[config.mk]
export PLATFORM = sky130hd
export DESIGN_NAME = lsu_ctrl
export DESIGN_NICKNAME = d
export VERILOG_FILES = /design/src/design/lsu_pkg.sv /design/src/design/lsu_ctrl.sv
export SDC_FILE = /design/constraint.sdc
export NUM_CORES = 1
export LEC_CHECK = 0
export ABC_CLOCK_PERIOD_IN_PS = 1100
export BUFFER_PORTS_ARGS = -buffer_cell sky130_fd_sc_hd__buf_4
export CORE_AREA = 5 5 74 76
export DETAILED_ROUTE_END_ITERATION = 6
export DIE_AREA = 0 0 79 81
export HOLD_SLACK_MARGIN = 0.08
export PLACE_DENSITY_LB_ADDON = 0.25
export SLEW_MARGIN = 20
export SYNTH_ARGS = -nofsm -noshare
export SYNTH_HDL_FRONTEND = slang
export SYNTH_SLANG_ARGS = --single-unit
[constraint.sdc]
create_clock -name clk -period 1.1 [get_ports clk]
set_clock_uncertainty 0.1 [all_clocks]
set_input_delay 0.165 -clock clk [delete_from_list [all_inputs] [get_ports clk]]
set_output_delay 0.165 -clock clk [all_outputs]
set_load 0.05 [all_outputs]
[src/design/lsu_pkg.sv]
package lsu_pkg;

    ////////////////////////////////////////
    // widths and sizes
    ////////////////////////////////////////
    localparam int BEAT_W     = 64;
    localparam int ENTRY_W    = 128;
    localparam int LANES      = 16;
    localparam int LANE_AW    = $clog2(LANES);
    localparam int SRAM_AW    = 8;
    localparam int SRAM_DEPTH = 1 << SRAM_AW;
    // byte address inside a RAM, entry on top of lane
    localparam int SRAM_BAW   = SRAM_AW + LANE_AW;
    localparam int DRAM_AW    = 31;
    localparam int ID_W       = 8;
    localparam int LEN_W      = 8;
    localparam int ROW_W      = 4;

    typedef logic [BEAT_W-1:0]   beat_t;
    typedef logic [ENTRY_W-1:0]  entry_t;
    typedef logic [SRAM_AW-1:0]  sram_addr_t;
    typedef logic [SRAM_BAW-1:0] sram_baddr_t;
    typedef logic [LANES-1:0]    lane_mask_t;
    typedef logic [LANE_AW-1:0]  lane_idx_t;
    typedef logic [DRAM_AW-1:0]  dram_addr_t;
    typedef logic [ID_W-1:0]     axi_id_t;
    typedef logic [LEN_W-1:0]    axi_len_t;

    ////////////////////////////////////////
    // commands from the controller
    ////////////////////////////////////////

    // dram to iram/wram burst
    typedef struct packed {
        dram_addr_t       dram_addr;
        logic [LEN_W-1:0] cnt_m1;     // entries minus one, up to 127
        sram_addr_t       sram_addr;
        logic             target;     // 0 iram, 1 wram
    } load_cmd_t;

    // row feed of one RAM toward the mxu
    typedef struct packed {
        sram_addr_t       start_entry;
        lane_idx_t        start_lane;
        lane_idx_t        col_len;
        logic [ROW_W-1:0] row_len;    // rows minus one
        logic             row_dir;    // 1 ascending
    } feed_cmd_t;

endpackage

[src/design/lsu_ctrl.sv]
`timescale 1ns/1ps

module lsu_ctrl import lsu_pkg::*; (
    input  logic             clk,
    input  logic             rst_n,

    // instruction from the decoder
    input  logic             vld,
    input  logic             ld_iram,
    input  logic             ld_wram,
    input  logic             conv,
    input  dram_addr_t       dram_addr,
    input  logic [LEN_W-1:0] len,
    input  sram_baddr_t      ld_st_addr,
    input  sram_baddr_t      iram_start_addr,
    input  lane_idx_t        iram_col_len,
    input  logic [ROW_W-1:0] iram_row_len,
    input  logic             iram_row_dir,
    input  sram_baddr_t      wram_start_addr,
    input  lane_idx_t        wram_col_len,
    input  logic [ROW_W-1:0] wram_row_len,
    input  logic             wram_row_dir,

    // completion from the workers
    input  logic             load_done,
    input  logic             iram_feed_done,
    input  logic             wram_feed_done,

    output logic             rdy,
    output logic             clr,
    output logic             load_start,
    output load_cmd_t        load_cmd,
    output logic             feed_start,
    output feed_cmd_t        iram_feed,
    output feed_cmd_t        wram_feed
);

    logic busy;
    logic loading;
    logic iram_seen;
    logic wram_seen;
    logic iram_fin;
    logic wram_fin;
    logic finish;

    assign rdy        = ~busy;
    assign load_start = vld & rdy & (ld_iram | ld_wram);
    assign feed_start = vld & rdy & conv;

    ////////////////////////////////////////
    // command build
    ////////////////////////////////////////

    // lane bits of the load address are dropped, loads are entry aligned
    assign load_cmd = '{
        dram_addr: dram_addr,
        cnt_m1:    len,
        sram_addr: ld_st_addr[SRAM_BAW-1:LANE_AW],
        target:    ld_wram
    };

    assign iram_feed = '{
        start_entry: iram_start_addr[SRAM_BAW-1:LANE_AW],
        start_lane:  iram_start_addr[LANE_AW-1:0],
        col_len:     iram_col_len,
        row_len:     iram_row_len,
        row_dir:     iram_row_dir
    };

    assign wram_feed = '{
        start_entry: wram_start_addr[SRAM_BAW-1:LANE_AW],
        start_lane:  wram_start_addr[LANE_AW-1:0],
        col_len:     wram_col_len,
        row_len:     wram_row_len,
        row_dir:     wram_row_dir
    };

    ////////////////////////////////////////
    // busy tracking
    ////////////////////////////////////////

    // feeders with different row counts finish apart
    assign iram_fin = iram_seen | iram_feed_done;
    assign wram_fin = wram_seen | wram_feed_done;
    assign finish   = loading ? load_done : (iram_fin & wram_fin);

    always_ff @(posedge clk or negedge rst_n) begin
        if (!rst_n) begin
            busy      <= 1'b0;
            loading   <= 1'b0;
            iram_seen <= 1'b0;
            wram_seen <= 1'b0;
            clr       <= 1'b0;
        end else begin
            clr <= feed_start;
            if (load_start || feed_start) begin
                busy      <= 1'b1;
                loading   <= load_start;
                iram_seen <= 1'b0;
                wram_seen <= 1'b0;
            end else if (busy) begin
                iram_seen <= iram_fin;
                wram_seen <= wram_fin;
                if (finish) begin
                    busy <= 1'b0;
                end
            end
        end
    end

    // decoder must hold off while an instruction is in flight
    assert property (@(posedge clk) disable iff (!rst_n) vld |-> !busy);

endmodule

==> results of run 1 <==
-- per-layer routing --
metal	up-vias	wire, µm	track usage (%)	share of wire, %
met4	0	255	8.25	17
met1	131	349	3.04	23
li1	112	-	-	-
met5	-	0	0	0
met2	60	491	4.38	32
met3	43	422	5.21	28
-- cell type report --
cell class,count,area (µm²),area share [%]
well taps,54,67.6,12.9
inverters,2,11.3,2.15
flip-flops and latches,5,125,23.9
clock buffers,4,45.0,8.61
repair buffers,18,160,30.6
multi-input cells,13,114,21.8
-- report_power, final --
group          internal (µW)  leakage, µW  switching [µW]
registers                263    0.0000606            57.1
logic                    297     0.000152             311
clock network            250    0.0000228             100
-- per-stage QoR --
stage	area [µm²]	hold slack (ns)
6_report	523	0.0957
2_1_floorplan	913	-0.231
5_1_grt	523	0.125
3_3_place_gp	418	-0.127
4_1_cts	499	0.0942
3_5_place_dp	418	-0.129
-- Yosys cell counts --
cell type,count,area share (%)
sky130_fd_sc_hd__inv_1,2,0.83
sky130_fd_sc_hd__nor2b_4,1,1.5
sky130_fd_sc_hd__dfrtp_1,5,14
sky130_fd_sc_hd__a21o_1,1,0.83
sky130_fd_sc_hd__buf_4,90,74
sky130_fd_sc_hd__o31a_2,1,1.1
sky130_fd_sc_hd__o211ai_1,1,0.83
sky130_fd_sc_hd__o22ai_1,1,0.69
sky130_fd_sc_hd__o21a_4,1,1.7
sky130_fd_sc_hd__nor2_1,2,0.83
sky130_fd_sc_hd__a21oi_1,2,1.1
sky130_fd_sc_hd__nand2b_4,1,1.5
sky130_fd_sc_hd__nand2_1,2,0.83
-- what timing repair did --
action / 4_1_cts / 5_1_grt
hold buffers: 1 / 0
gates resized for setup: 6 / 2
hold endpoints to repair: 5 / 0
setup buffers: 0 / 2
endpoints found under the setup margin: 4 / 6
-- final timing paths --
path	startpoint	endpoint	slack [ns]	depth (start not counted)
setup / recovery	busy	feed_start	-0.27	4
max in group asynchronous	rst_n	clr	0.62	2
hold / removal	wram_feed_done	wram_seen	0.1	3
hold reg to reg	loading	loading	0.40	1
min in group asynchronous	rst_n	iram_seen	0.17	2
setup reg to reg	busy	busy	-0.02	4
-- registers in the layout, summed over array words and instances (netlist names) --
| signal | count |
|---|---|
| busy | 1 |
| clr | 1 |
| iram_seen | 1 |
| loading | 1 |
| wram_seen | 1 |
-- worst reg2reg max path, delay by kind of cell (launching register included) --
| kind | cells | cell delay [ns] |
|---|---|---|
| simple gates | 2 | 0.29 |
| flops | 1 | 0.41 |
| compound gates | 1 | 0.14 |
| buf+inv | 1 | 0.13 |
-- cell families after synthesis --
group / count (synthesis) / synth area share (%)
compound gates: 7 / 6.21
buf+inv: 92 / 75.3
flops: 5 / 13.8
simple gates: 6 / 4.69
==> impl_summary.log, run 1 <==
INFO  metric outcome = complete, but fails checks
INFO  metric violations = negative setup slack
INFO  metric setup_viol = 6
INFO  metric total_core_area = roughly 4700 µm²
INFO  metric detail_route.iter0.violations = 9
INFO  metric final_hold_viol_count = 0
INFO  metric drc = 0
INFO  metric count_of_warnings_emitted_by_yosys = 0
INFO  metric min_tclk_post_route = ~1.4 ns
INFO  metric place_inst = 89
INFO  metric timing.fmax = 728 MHz
INFO  metric cp_cell_instances = nor2b_4 -> nand2_4 -> clkinvlp_4 -> buf_8
INFO  metric routed_wl = about 1.5 mm
INFO  metric stdcell_count = between 90 and 100
INFO  metric via_per_inst = 3.60
INFO  metric cts_htree_levels = 1
INFO  metric start_kind = register
INFO  metric most_frequent_standard_cell_in_the_layout_excluding_fill_and_tap_cells = sky130_fd_sc_hd__buf_4
INFO  metric maximum_number_of_pins_on_one_net_before_global_route_repair = 6
INFO  metric die_y = approximately 81 µm
INFO  metric grt_pass1_vias = roughly 400
INFO  metric drive_above_1_share = about three fifths
INFO  metric io_port_bufs = 13
INFO  metric worst_path_max_delay_cell = sky130_fd_sc_hd__dfrtp_1
INFO  metric fin_setup_tns = -0.833 ns
INFO  metric clk-insertion-delay-late = 0.23 ns
INFO  metric setup.worst_path.class = register to output pin
INFO  metric crit_required = approximately 0.83 ns
INFO  metric max_stage_delay = between 0.4 and 0.5 ns
INFO  metric synthToLayoutAreaGrowth = -42.3%
INFO  metric mostFrequentLayoutCells = 13 x sky130_fd_sc_hd__buf_4, 5 x sky130_fd_sc_hd__dfrtp_1, 3 x sky130_fd_sc_hd__clkbuf_8
INFO  metric critical_path.endpoint_type = output pin
INFO  metric routed-via-count = about 350
INFO  metric post-route-util = approximately 11%
INFO  metric clockBufferDepth = 2
INFO  metric numClockSinks = 5
INFO  metric drv.max_cap_violation_count = 0
INFO  metric final-max-slew-violation-count = 0
INFO  metric detailedPlace.worstSlack = -0.0501 ns
INFO  metric timing_worst_slew_pin_value = about 0.27 ns
INFO  metric antenna_found_initial = 0
INFO  metric die_width = just under 80 µm
INFO  metric synth.avg_cell_area = 8.25 µm²
INFO  metric clk_pin_slew_worst_paths = about 0.04 ns
INFO  metric initial_core_util = 19.5%
INFO  metric drtAntennaViolNets = 0
INFO  metric layout_setup_ws = -0.274 ns
INFO  metric fin_nets = ~150
INFO  metric core.rowCount = 25
INFO  metric power_density_over_the_cells = 2440 nW/µm²
INFO  metric grt_setup_unrepaired = yes
INFO  metric ioPinCount = roughly 200
INFO  metric cts_tree = done
INFO  metric ir_worst_vdd = 0.000826 V
INFO  metric mappedNetlistNets = roughly 210
INFO  metric gpl.final_weighted_congestion = 0.616
INFO  metric critPathArrivalTime = 1.11 ns
INFO  metric netlist_area = a little over 900 µm²
INFO  metric design_power = approximately 1300 µW
INFO  metric worstHoldPathType = input pin to register
INFO  metric die_area = 6400 µm²
INFO  metric detail_route.wl_per_cell = about 16 µm
INFO  metric synth.ff_latch_count = 5
INFO  metric grtUsageTotal = 4.49%
INFO  metric relSlewSlack = between 80% and 90%
INFO  metric netlist_instances = 110
INFO  metric synth.yosys.seq_area_share = between 10% and 20%
INFO  metric critical_path_peak_fanout = 3
INFO  metric period_share = 125%
INFO  metric cp_top_family = flip-flops
INFO  metric power.leakage = around 0.00024 µW
INFO  metric worst-path-buf-inv = 2
INFO  metric numCtsBuffers = 3
INFO  metric drtPass1Iterations = 3
INFO  metric place.detailed.hpwl = 1.17 mm
INFO  metric synth_cell_types = 13
INFO  metric n_fill_cell = about 530
INFO  metric ctsRootBufferMaster = sky130_fd_sc_hd__clkbuf_8
INFO  metric gr-total-overflow = 0
INFO  metric diodes = 0
INFO  metric global_route_wire_length_before_repair = between 2 and 2.5 mm
(Power assumes the default switching activity.)
==> run 2, diff against run 1 <==
ABC_AREA = 1   (was default)
CORE_AREA = 5 5 73 75   (was 5 5 74 76)
DIE_AREA = 0 0 78 80   (was 0 0 79 81)
==> impl_summary.log, run 2 <==
INFO  metric most_frequent_standard_cell_in_the_layout_excluding_fill_and_tap_cells = sky130_fd_sc_hd__buf_4
INFO  metric placedInstanceArea = 457 µm² (+9.3%)
INFO  metric mostFrequentLayoutCells = 14 x sky130_fd_sc_hd__buf_4, 8 x sky130_fd_sc_hd__inv_1, 7 x sky130_fd_sc_hd__nand2_1, 5 x sky130_fd_sc_hd__dfrtp_1
INFO  metric grt_pass1_vias = 414 (+5.3%)
INFO  metric detail_route.iter0.violations = 0 (-9)
INFO  metric clk_pin_slew_worst_paths = 0.04 ns (about the same)
INFO  metric maximum_number_of_pins_on_one_net_before_global_route_repair = 6 (unchanged)
INFO  metric netlist_area = 930 µm² (+2.5%)
INFO  metric grt_setup_unrepaired = yes
INFO  metric numClockSinks = 5 (unchanged)
INFO  metric asyncSetResetFlopFracSynth = 100% (unchanged)
INFO  metric most_common_cell_in_the_netlist = sky130_fd_sc_hd__buf_4
INFO  metric max_stage_delay = 0.39 ns (-0.02 ns)
INFO  metric design_power = 1330 µW (+4.0%)
INFO  metric critPathArrivalTime = 1.05 ns (-0.06 ns)
INFO  metric cts_htree_levels = 1 (unchanged)
INFO  metric drtAntennaViolNets = 0 (unchanged)
INFO  metric gpl.final_weighted_congestion = 0.703 (+14%)
INFO  metric reg_to_reg_startpoint = busy
INFO  metric core.rowCount = 25 (unchanged)
INFO  metric die_area = 6240 µm² (-2.5%)
INFO  metric clockBufferDepth = 2 (unchanged)
INFO  metric initial_core_util = 20.2% (+0.75 points)
INFO  metric grtUsageTotal = 4.47% (-0.017 points)
INFO  metric critical_path_peak_fanout = 3 (unchanged)
INFO  metric worst-path-buf-inv = 4 (+2)
INFO  metric hold-path-endpoint = busy
INFO  metric drc = 0 (unchanged)
INFO  metric layout_setup_ws = -0.218 ns (+0.0559 ns)
INFO  metric routed_wl = 1.59 mm (+4.5%)
INFO  metric gr-total-overflow = 0 (unchanged)
INFO  metric critical_path.endpoint_type = output pin
INFO  metric die_y = 80 µm (-1.2%)
INFO  metric die_width = 78 µm (-1.3%)
INFO  metric timing_worst_slew_pin_value = 0.125 ns (-0.149 ns)
INFO  metric via_per_inst = 3.55 (-1.4%)
INFO  metric detailedPlace.worstSlack = -0.0368 ns (+0.0133 ns)
INFO  metric min_tclk_post_route = 1.32 ns (-0.0559 ns)
INFO  metric synth_cell_types = 11 (-2)
INFO  metric place.detailed.hpwl = 1.34 mm (+14%)
INFO  metric setup_viol = 4 (-2)
INFO  metric netlist_instances = 124 (+13%)
INFO  metric fin_setup_tns = -0.650 ns (+0.183 ns)
INFO  metric hold_start = conv
INFO  metric final_hold_viol_count = 0 (unchanged)
INFO  metric synthToLayoutAreaGrowth = -38.8%
INFO  metric ir_worst_vdd = 0.000899 V (+8.7%)
INFO  metric reg2regPathDepth = 7 (+3)
INFO  metric routed-via-count = 398 (+15%)
INFO  metric min_path_cells = 3 (unchanged)
INFO  metric drive_above_1_share = 51.7% (-10 points)
INFO  metric ctsRootBufferMaster = sky130_fd_sc_hd__clkbuf_8
INFO  metric yosys.area.top_type = sky130_fd_sc_hd__buf_4
INFO  metric worst_path_max_delay_cell = sky130_fd_sc_hd__dfrtp_1
INFO  metric relSlewSlack = 91.6% (+9.9 points)
INFO  metric regToRegEndpoint = busy
INFO  metric total_core_area = 4600 µm² (-1.3%)
INFO  metric violations = negative setup slack
INFO  metric synth.avg_cell_area = 7.50 µm² (-9.1%)
INFO  metric antenna_found_initial = 0 (unchanged)
INFO  metric diodes = 0 (unchanged)
INFO  metric io_port_bufs = 13 (unchanged)
INFO  metric synth.ff_latch_count = 5 (unchanged)
INFO  metric outcome = complete, but fails checks
INFO  metric yosys-top-cells-count = 90 x sky130_fd_sc_hd__buf_4, 11 x sky130_fd_sc_hd__inv_1, 7 x sky130_fd_sc_hd__nand2_1
INFO  metric global_route_wire_length_before_repair = 2.13 mm (-0.93%)
INFO  metric cts_tree = done
INFO  metric power_density_over_the_cells = 2330 nW/µm² (-4.5%)
INFO  metric stdcell_count = 112 (+17%)
INFO  metric ioPinCount = 196 (unchanged)
INFO  metric place_inst = 105 (+18%)
INFO  metric postSynth.topFlopCell = sky130_fd_sc_hd__dfrtp_1
INFO  metric period_share = 120% (-5.1 points)
INFO  metric detail_route.wl_per_cell = 14.2 µm (-10%)
INFO  metric top_cells_by_area_in_the_synthesized_netlist = sky130_fd_sc_hd__buf_4 73%, sky130_fd_sc_hd__dfrtp_1 13%, sky130_fd_sc_hd__inv_1 4.4%
INFO  metric drtPass1Iterations = 1 (-2)
INFO  metric count_of_warnings_emitted_by_yosys = 0 (unchanged)
INFO  metric synth.yosys.seq_area_share = 13.5% (-0.33 points)
INFO  metric numCtsBuffers = 3 (unchanged)
INFO  metric fin_nets = 161 (+11%)
INFO  metric clk-insertion-delay-late = 0.22 ns (about the same)
INFO  metric start_kind = register
INFO  metric finish.instance_area = 569 µm² (+8.9%)
INFO  metric drv.max_cap_violation_count = 0 (unchanged)
INFO  metric setup.reg_to_reg.worst_slack = -0.04 ns (-0.02 ns)
INFO  metric power.leakage = 0.000281 µW (+19%)
INFO  metric final-max-slew-violation-count = 0 (unchanged)
INFO  metric crit_required = 0.83 ns (about the same)
INFO  metric number_of_flops_mapped_to_enable_cells_by_yosys = 0 (unchanged)
INFO  metric cp_cell_instances = buf_4 -> buf_6 -> inv_4 -> buf_8
INFO  metric synth_largest_type_area_fraction = 72.7% (-1.8 points)
INFO  metric timing.fmax = 759 MHz (+4.2%)
INFO  metric mappedNetlistNets = 226 (+6.6%)
INFO  metric cp_top_family = buffers and inverters
INFO  metric worstHoldPathType = input pin to register
INFO  metric setup.worst_path.class = register to output pin
run 2: logic make-up after synthesis:
kind of cell           after synthesis  share of synthesized area, %
AO/OA/AOI/OAI                        4                          2.56
buffers and inverters              101                          77.1
flip-flops                           5                          13.5
AND/OR/NAND/NOR                     14                          6.87
run 2: cell type report:
cell class,instances,area [µm²]
timing repair buffer,20,183
tap,54,67.6
inverter,11,51.3
sequential,5,125
multi-input combinational,18,97.6
clock buffer,4,45.0
fill,517,4030
run 2: worst min-delay path, delay by kind of cell:
| family | cells | cell delay, ns |
|---|---|---|
| buf+inv | 1 | 0.09 |
| compound gates | 1 | 0.07 |
| simple gates | 1 | 0.06 |
run 2: routing by layer:
| metal | share of wire (%) | track usage, % | vias to the layer above | wire [µm] |
|---|---|---|---|---|
| met5 | 0 | 0 | - | 0 |
| met4 | 11 | 6.42 | 0 | 174 |
| met3 | 32 | 6.77 | 33 | 515 |
| met2 | 37 | 4.51 | 73 | 584 |
| met1 | 20 | 2.62 | 149 | 311 |
| li1 | - | - | 143 | - |
run 2: per-stage QoR:
stage	util (%)	hold slack, ns
after floorplan	-	-0.231
after global placement	9.93	-0.126
after detailed placement	9.93	-0.123
after CTS	12.3	0.105
after global routing	12.4	0.130
final	12.4	0.101
run 2: worst max-delay path by stage:
stage                     from  slack, ns    endpoint  depth (start not counted)
after floorplan           busy      -0.01        busy                          4
final                     busy      -0.22         rdy                          4
after global routing      busy      -0.26  feed_start                          4
after CTS                 busy      -0.24  feed_start                          4
after global placement    busy      -0.04  feed_start                          4
after detailed placement  busy      -0.04  feed_start                          4
run 2: power by group:
part           switching (µW)  leakage [µW]  internal (µW)
combinational             355      0.000196            317
clock                    92.9     0.0000228            249
sequential               53.7     0.0000614            261
total                     501      0.000281            827
run 2: what timing repair did:
item / 4_1_cts / 5_1_grt
gates resized for setup: 10 / 2
pin swaps: 2 / 2
endpoints found under the setup margin: 3 / 7
buffers inserted: 3 / 0
endpoints found under the hold margin: 5 / 0
hold buffers: 1 / 0
cloned: 0 / 0
==> run 3, diff against run 2 <==
ABC_CLOCK_PERIOD_IN_PS = 1700   (was 1100)
CORE_AREA = 5 5 72 74   (was 5 5 73 75)
DIE_AREA = 0 0 77 79   (was 0 0 78 80)
clock period = 1.7 ns   (was 1.1 ns; I/O delays follow)
==> impl_summary.log, run 3 (same netlist as run 2, synthesis figures left out) <==
INFO  metric outcome = completed
INFO  metric numCtsBuffers = 3 (unchanged)
INFO  metric start_kind = register
INFO  metric drv.max_cap_violation_count = 0 (unchanged)
INFO  metric grt_pass1_vias = 370 (-11%)
INFO  metric postCtsSetupBuffers = 0 (-3)
INFO  metric cts_tree = done
INFO  metric max_stage_delay = 0.41 ns (+0.02 ns)
INFO  metric synthToLayoutAreaGrowth = -49.0%
INFO  metric relSlewSlack = 89.8% (-1.8 points)
INFO  metric total_core_area = 4540 µm² (-1.4%)
INFO  metric timing_worst_slew_pin_value = 0.153 ns (+0.0281 ns)
INFO  metric ir_worst_vdd = 0.000422 V (-53%)
INFO  metric mostFrequentLayoutCells = 13 x sky130_fd_sc_hd__buf_4, 11 x sky130_fd_sc_hd__inv_1, 7 x sky130_fd_sc_hd__nand2_1, 5 x sky130_fd_sc_hd__dfrtp_1
INFO  metric min_tclk_post_route = 1.53 ns
INFO  metric cp_cell_instances = nor2_2 -> nand2_2 -> inv_1 -> buf_4
INFO  metric maximum_number_of_pins_on_one_net_before_global_route_repair = 6 (unchanged)
INFO  metric cts_htree_levels = 1 (unchanged)
INFO  metric design_power = 705 µW (-47%)
INFO  metric initial_core_util = 20.5% (+0.28 points)
INFO  metric clk_pin_slew_worst_paths = 0.04 ns (about the same)
INFO  metric drive_above_1_share = 40.4% (-11 points)
INFO  metric die_width = 77 µm (-1.3%)
INFO  metric period_share = between 80% and 90%
INFO  metric worst-path-buf-inv = 2 (-2)
INFO  metric core.rowCount = 25 (unchanged)
INFO  metric drtAntennaViolNets = 0 (unchanged)
INFO  metric gpl.final_weighted_congestion = 0.636 (-9.6%)
INFO  metric die_area = 6080 µm² (-2.5%)
INFO  metric most_frequent_standard_cell_in_the_layout_excluding_fill_and_tap_cells = sky130_fd_sc_hd__buf_4
INFO  metric power.leakage = 0.000258 µW (-8.1%)
INFO  metric cp_top_family = flip-flops
INFO  metric ioPinCount = 196 (unchanged)
INFO  metric grt_setup_unrepaired = no
INFO  metric n_fill_cell = 512 (-0.97%)
INFO  metric routed_wl = 1.40 mm (-12%)
INFO  metric critical_path_peak_fanout = 4 (+1)
INFO  metric critPathArrivalTime = 1.17 ns (+0.12 ns)
INFO  metric layout_setup_ws = 0.171 ns (+0.389 ns)
INFO  metric clk-insertion-delay-late = 0.22 ns (about the same)
INFO  metric antenna_found_initial = 0 (unchanged)
INFO  metric clockBufferDepth = 2 (unchanged)
INFO  metric detailedPlace.worstSlack = 0.389 ns (+0.426 ns)
INFO  metric fin_setup_tns = 0 ns (+0.650 ns)
INFO  metric worstHoldPathType = input pin to register
INFO  metric critical_path.endpoint_type = output pin
INFO  metric via_per_inst = 3.42 (-3.9%)
INFO  metric io_port_bufs = 13 (unchanged)
INFO  metric ctsRootBufferMaster = sky130_fd_sc_hd__clkbuf_8
INFO  metric worst_path_max_delay_cell = sky130_fd_sc_hd__dfrtp_1
INFO  metric die_y = 79 µm (-1.3%)
INFO  metric diodes = 0 (unchanged)
INFO  metric place.detailed.hpwl = 1.18 mm (-12%)
INFO  metric timing.fmax = 654 MHz
INFO  metric grtUsageTotal = 4.23% (-0.24 points)
INFO  metric crit_required = 1.34 ns (+0.51 ns)
INFO  metric finish.instance_area = 474 µm² (-17%)
INFO  metric power_density_over_the_cells = 1490 nW/µm² (-36%)
INFO  metric global_route_wire_length_before_repair = 2.01 mm (-5.6%)
INFO  metric setup.worst_path.class = register to output pin
INFO  metric drc = 0 (unchanged)
INFO  metric detail_route.wl_per_cell = 13.2 µm (-7.1%)
INFO  metric routed-via-count = 362 (-9.0%)
INFO  metric drtPass1Iterations = 2 (+1)
INFO  metric placedInstanceArea = 419 µm² (-8.2%)
INFO  metric detail_route.iter0.violations = 3 (+3)
INFO  metric final_hold_viol_count = 0 (unchanged)
INFO  metric setup_viol = 0 (-4)
INFO  metric numClockSinks = 5 (unchanged)
INFO  metric gr-total-overflow = 0 (unchanged)
INFO  metric final-max-slew-violation-count = 0 (unchanged)
INFO  metric fin_nets = 155 (-3.7%)
## run 3: cell count changes in the layout (fill, tap and decap cells not counted), sizes merged
cell      before  now
buf           19   13
clkinvlp       2    0
inv            9   11
## run 3: layer usage
metal / vias up / GRT usage, % / wire length (µm)
met5: - / 0 / 0
met3: 28 / 6.01 / 446
met2: 61 / 4.75 / 526
met4: 0 / 6.19 / 122
li1: 131 / - / -
met1: 142 / 2.27 / 299
## run 3: worst paths after layout
kind	to	slack, ns	cells after the start	startpoint
worst max-delay path	feed_start	0.17	4	busy
worst min-delay path	busy	0.19	3	conv
worst max register to register	iram_seen	0.68	4	busy
worst min register to register	wram_seen	0.40	2	wram_seen
max in group asynchronous	iram_seen	1.12	2	rst_n
min in group asynchronous	wram_seen	0.27	2	rst_n
## run 3: cell type report
type / count / area [µm²] / area share [%]
Clock buffer: 4 / 45.0 / 9.50
Sequential cell: 5 / 125 / 26.4
Timing Repair Buffer: 14 / 108 / 22.7
Tap cell: 54 / 67.6 / 14.2
Inverter: 11 / 41.3 / 8.71
Multi-Input combinational cell: 18 / 87.6 / 18.5
## run 3: stage by stage
step	hold WS, ns	instances	util (%)
after floorplan	-0.141	124	-
after global placement	-0.0377	101	9.24
after detailed placement	-0.0371	101	9.24
after CTS	0.186	106	10.5
after global routing	0.197	106	10.5
final	0.188	106	10.5
## run 3: repair_timing
action,CTS,global route
resized for setup,0,0
hold buffers,1,0
hold endpoints to repair,5,0
## run 3: power by group
group / total, µW / internal (µW) / switching (µW)
clock network: 217 / 161 / 55.8
registers: 208 / 169 / 38.9
logic: 281 / 96.8 / 184
total: 705 / 427 / 279
## run 3: worst register-to-register path, stage by stage (launching register included)
cell	delay [ns]
sky130_fd_sc_hd__dfrtp_1	0.41
sky130_fd_sc_hd__nor2_2	0.18
sky130_fd_sc_hd__nand2_2	0.09
sky130_fd_sc_hd__nand2_2	0.08
sky130_fd_sc_hd__nor2_1	0.04
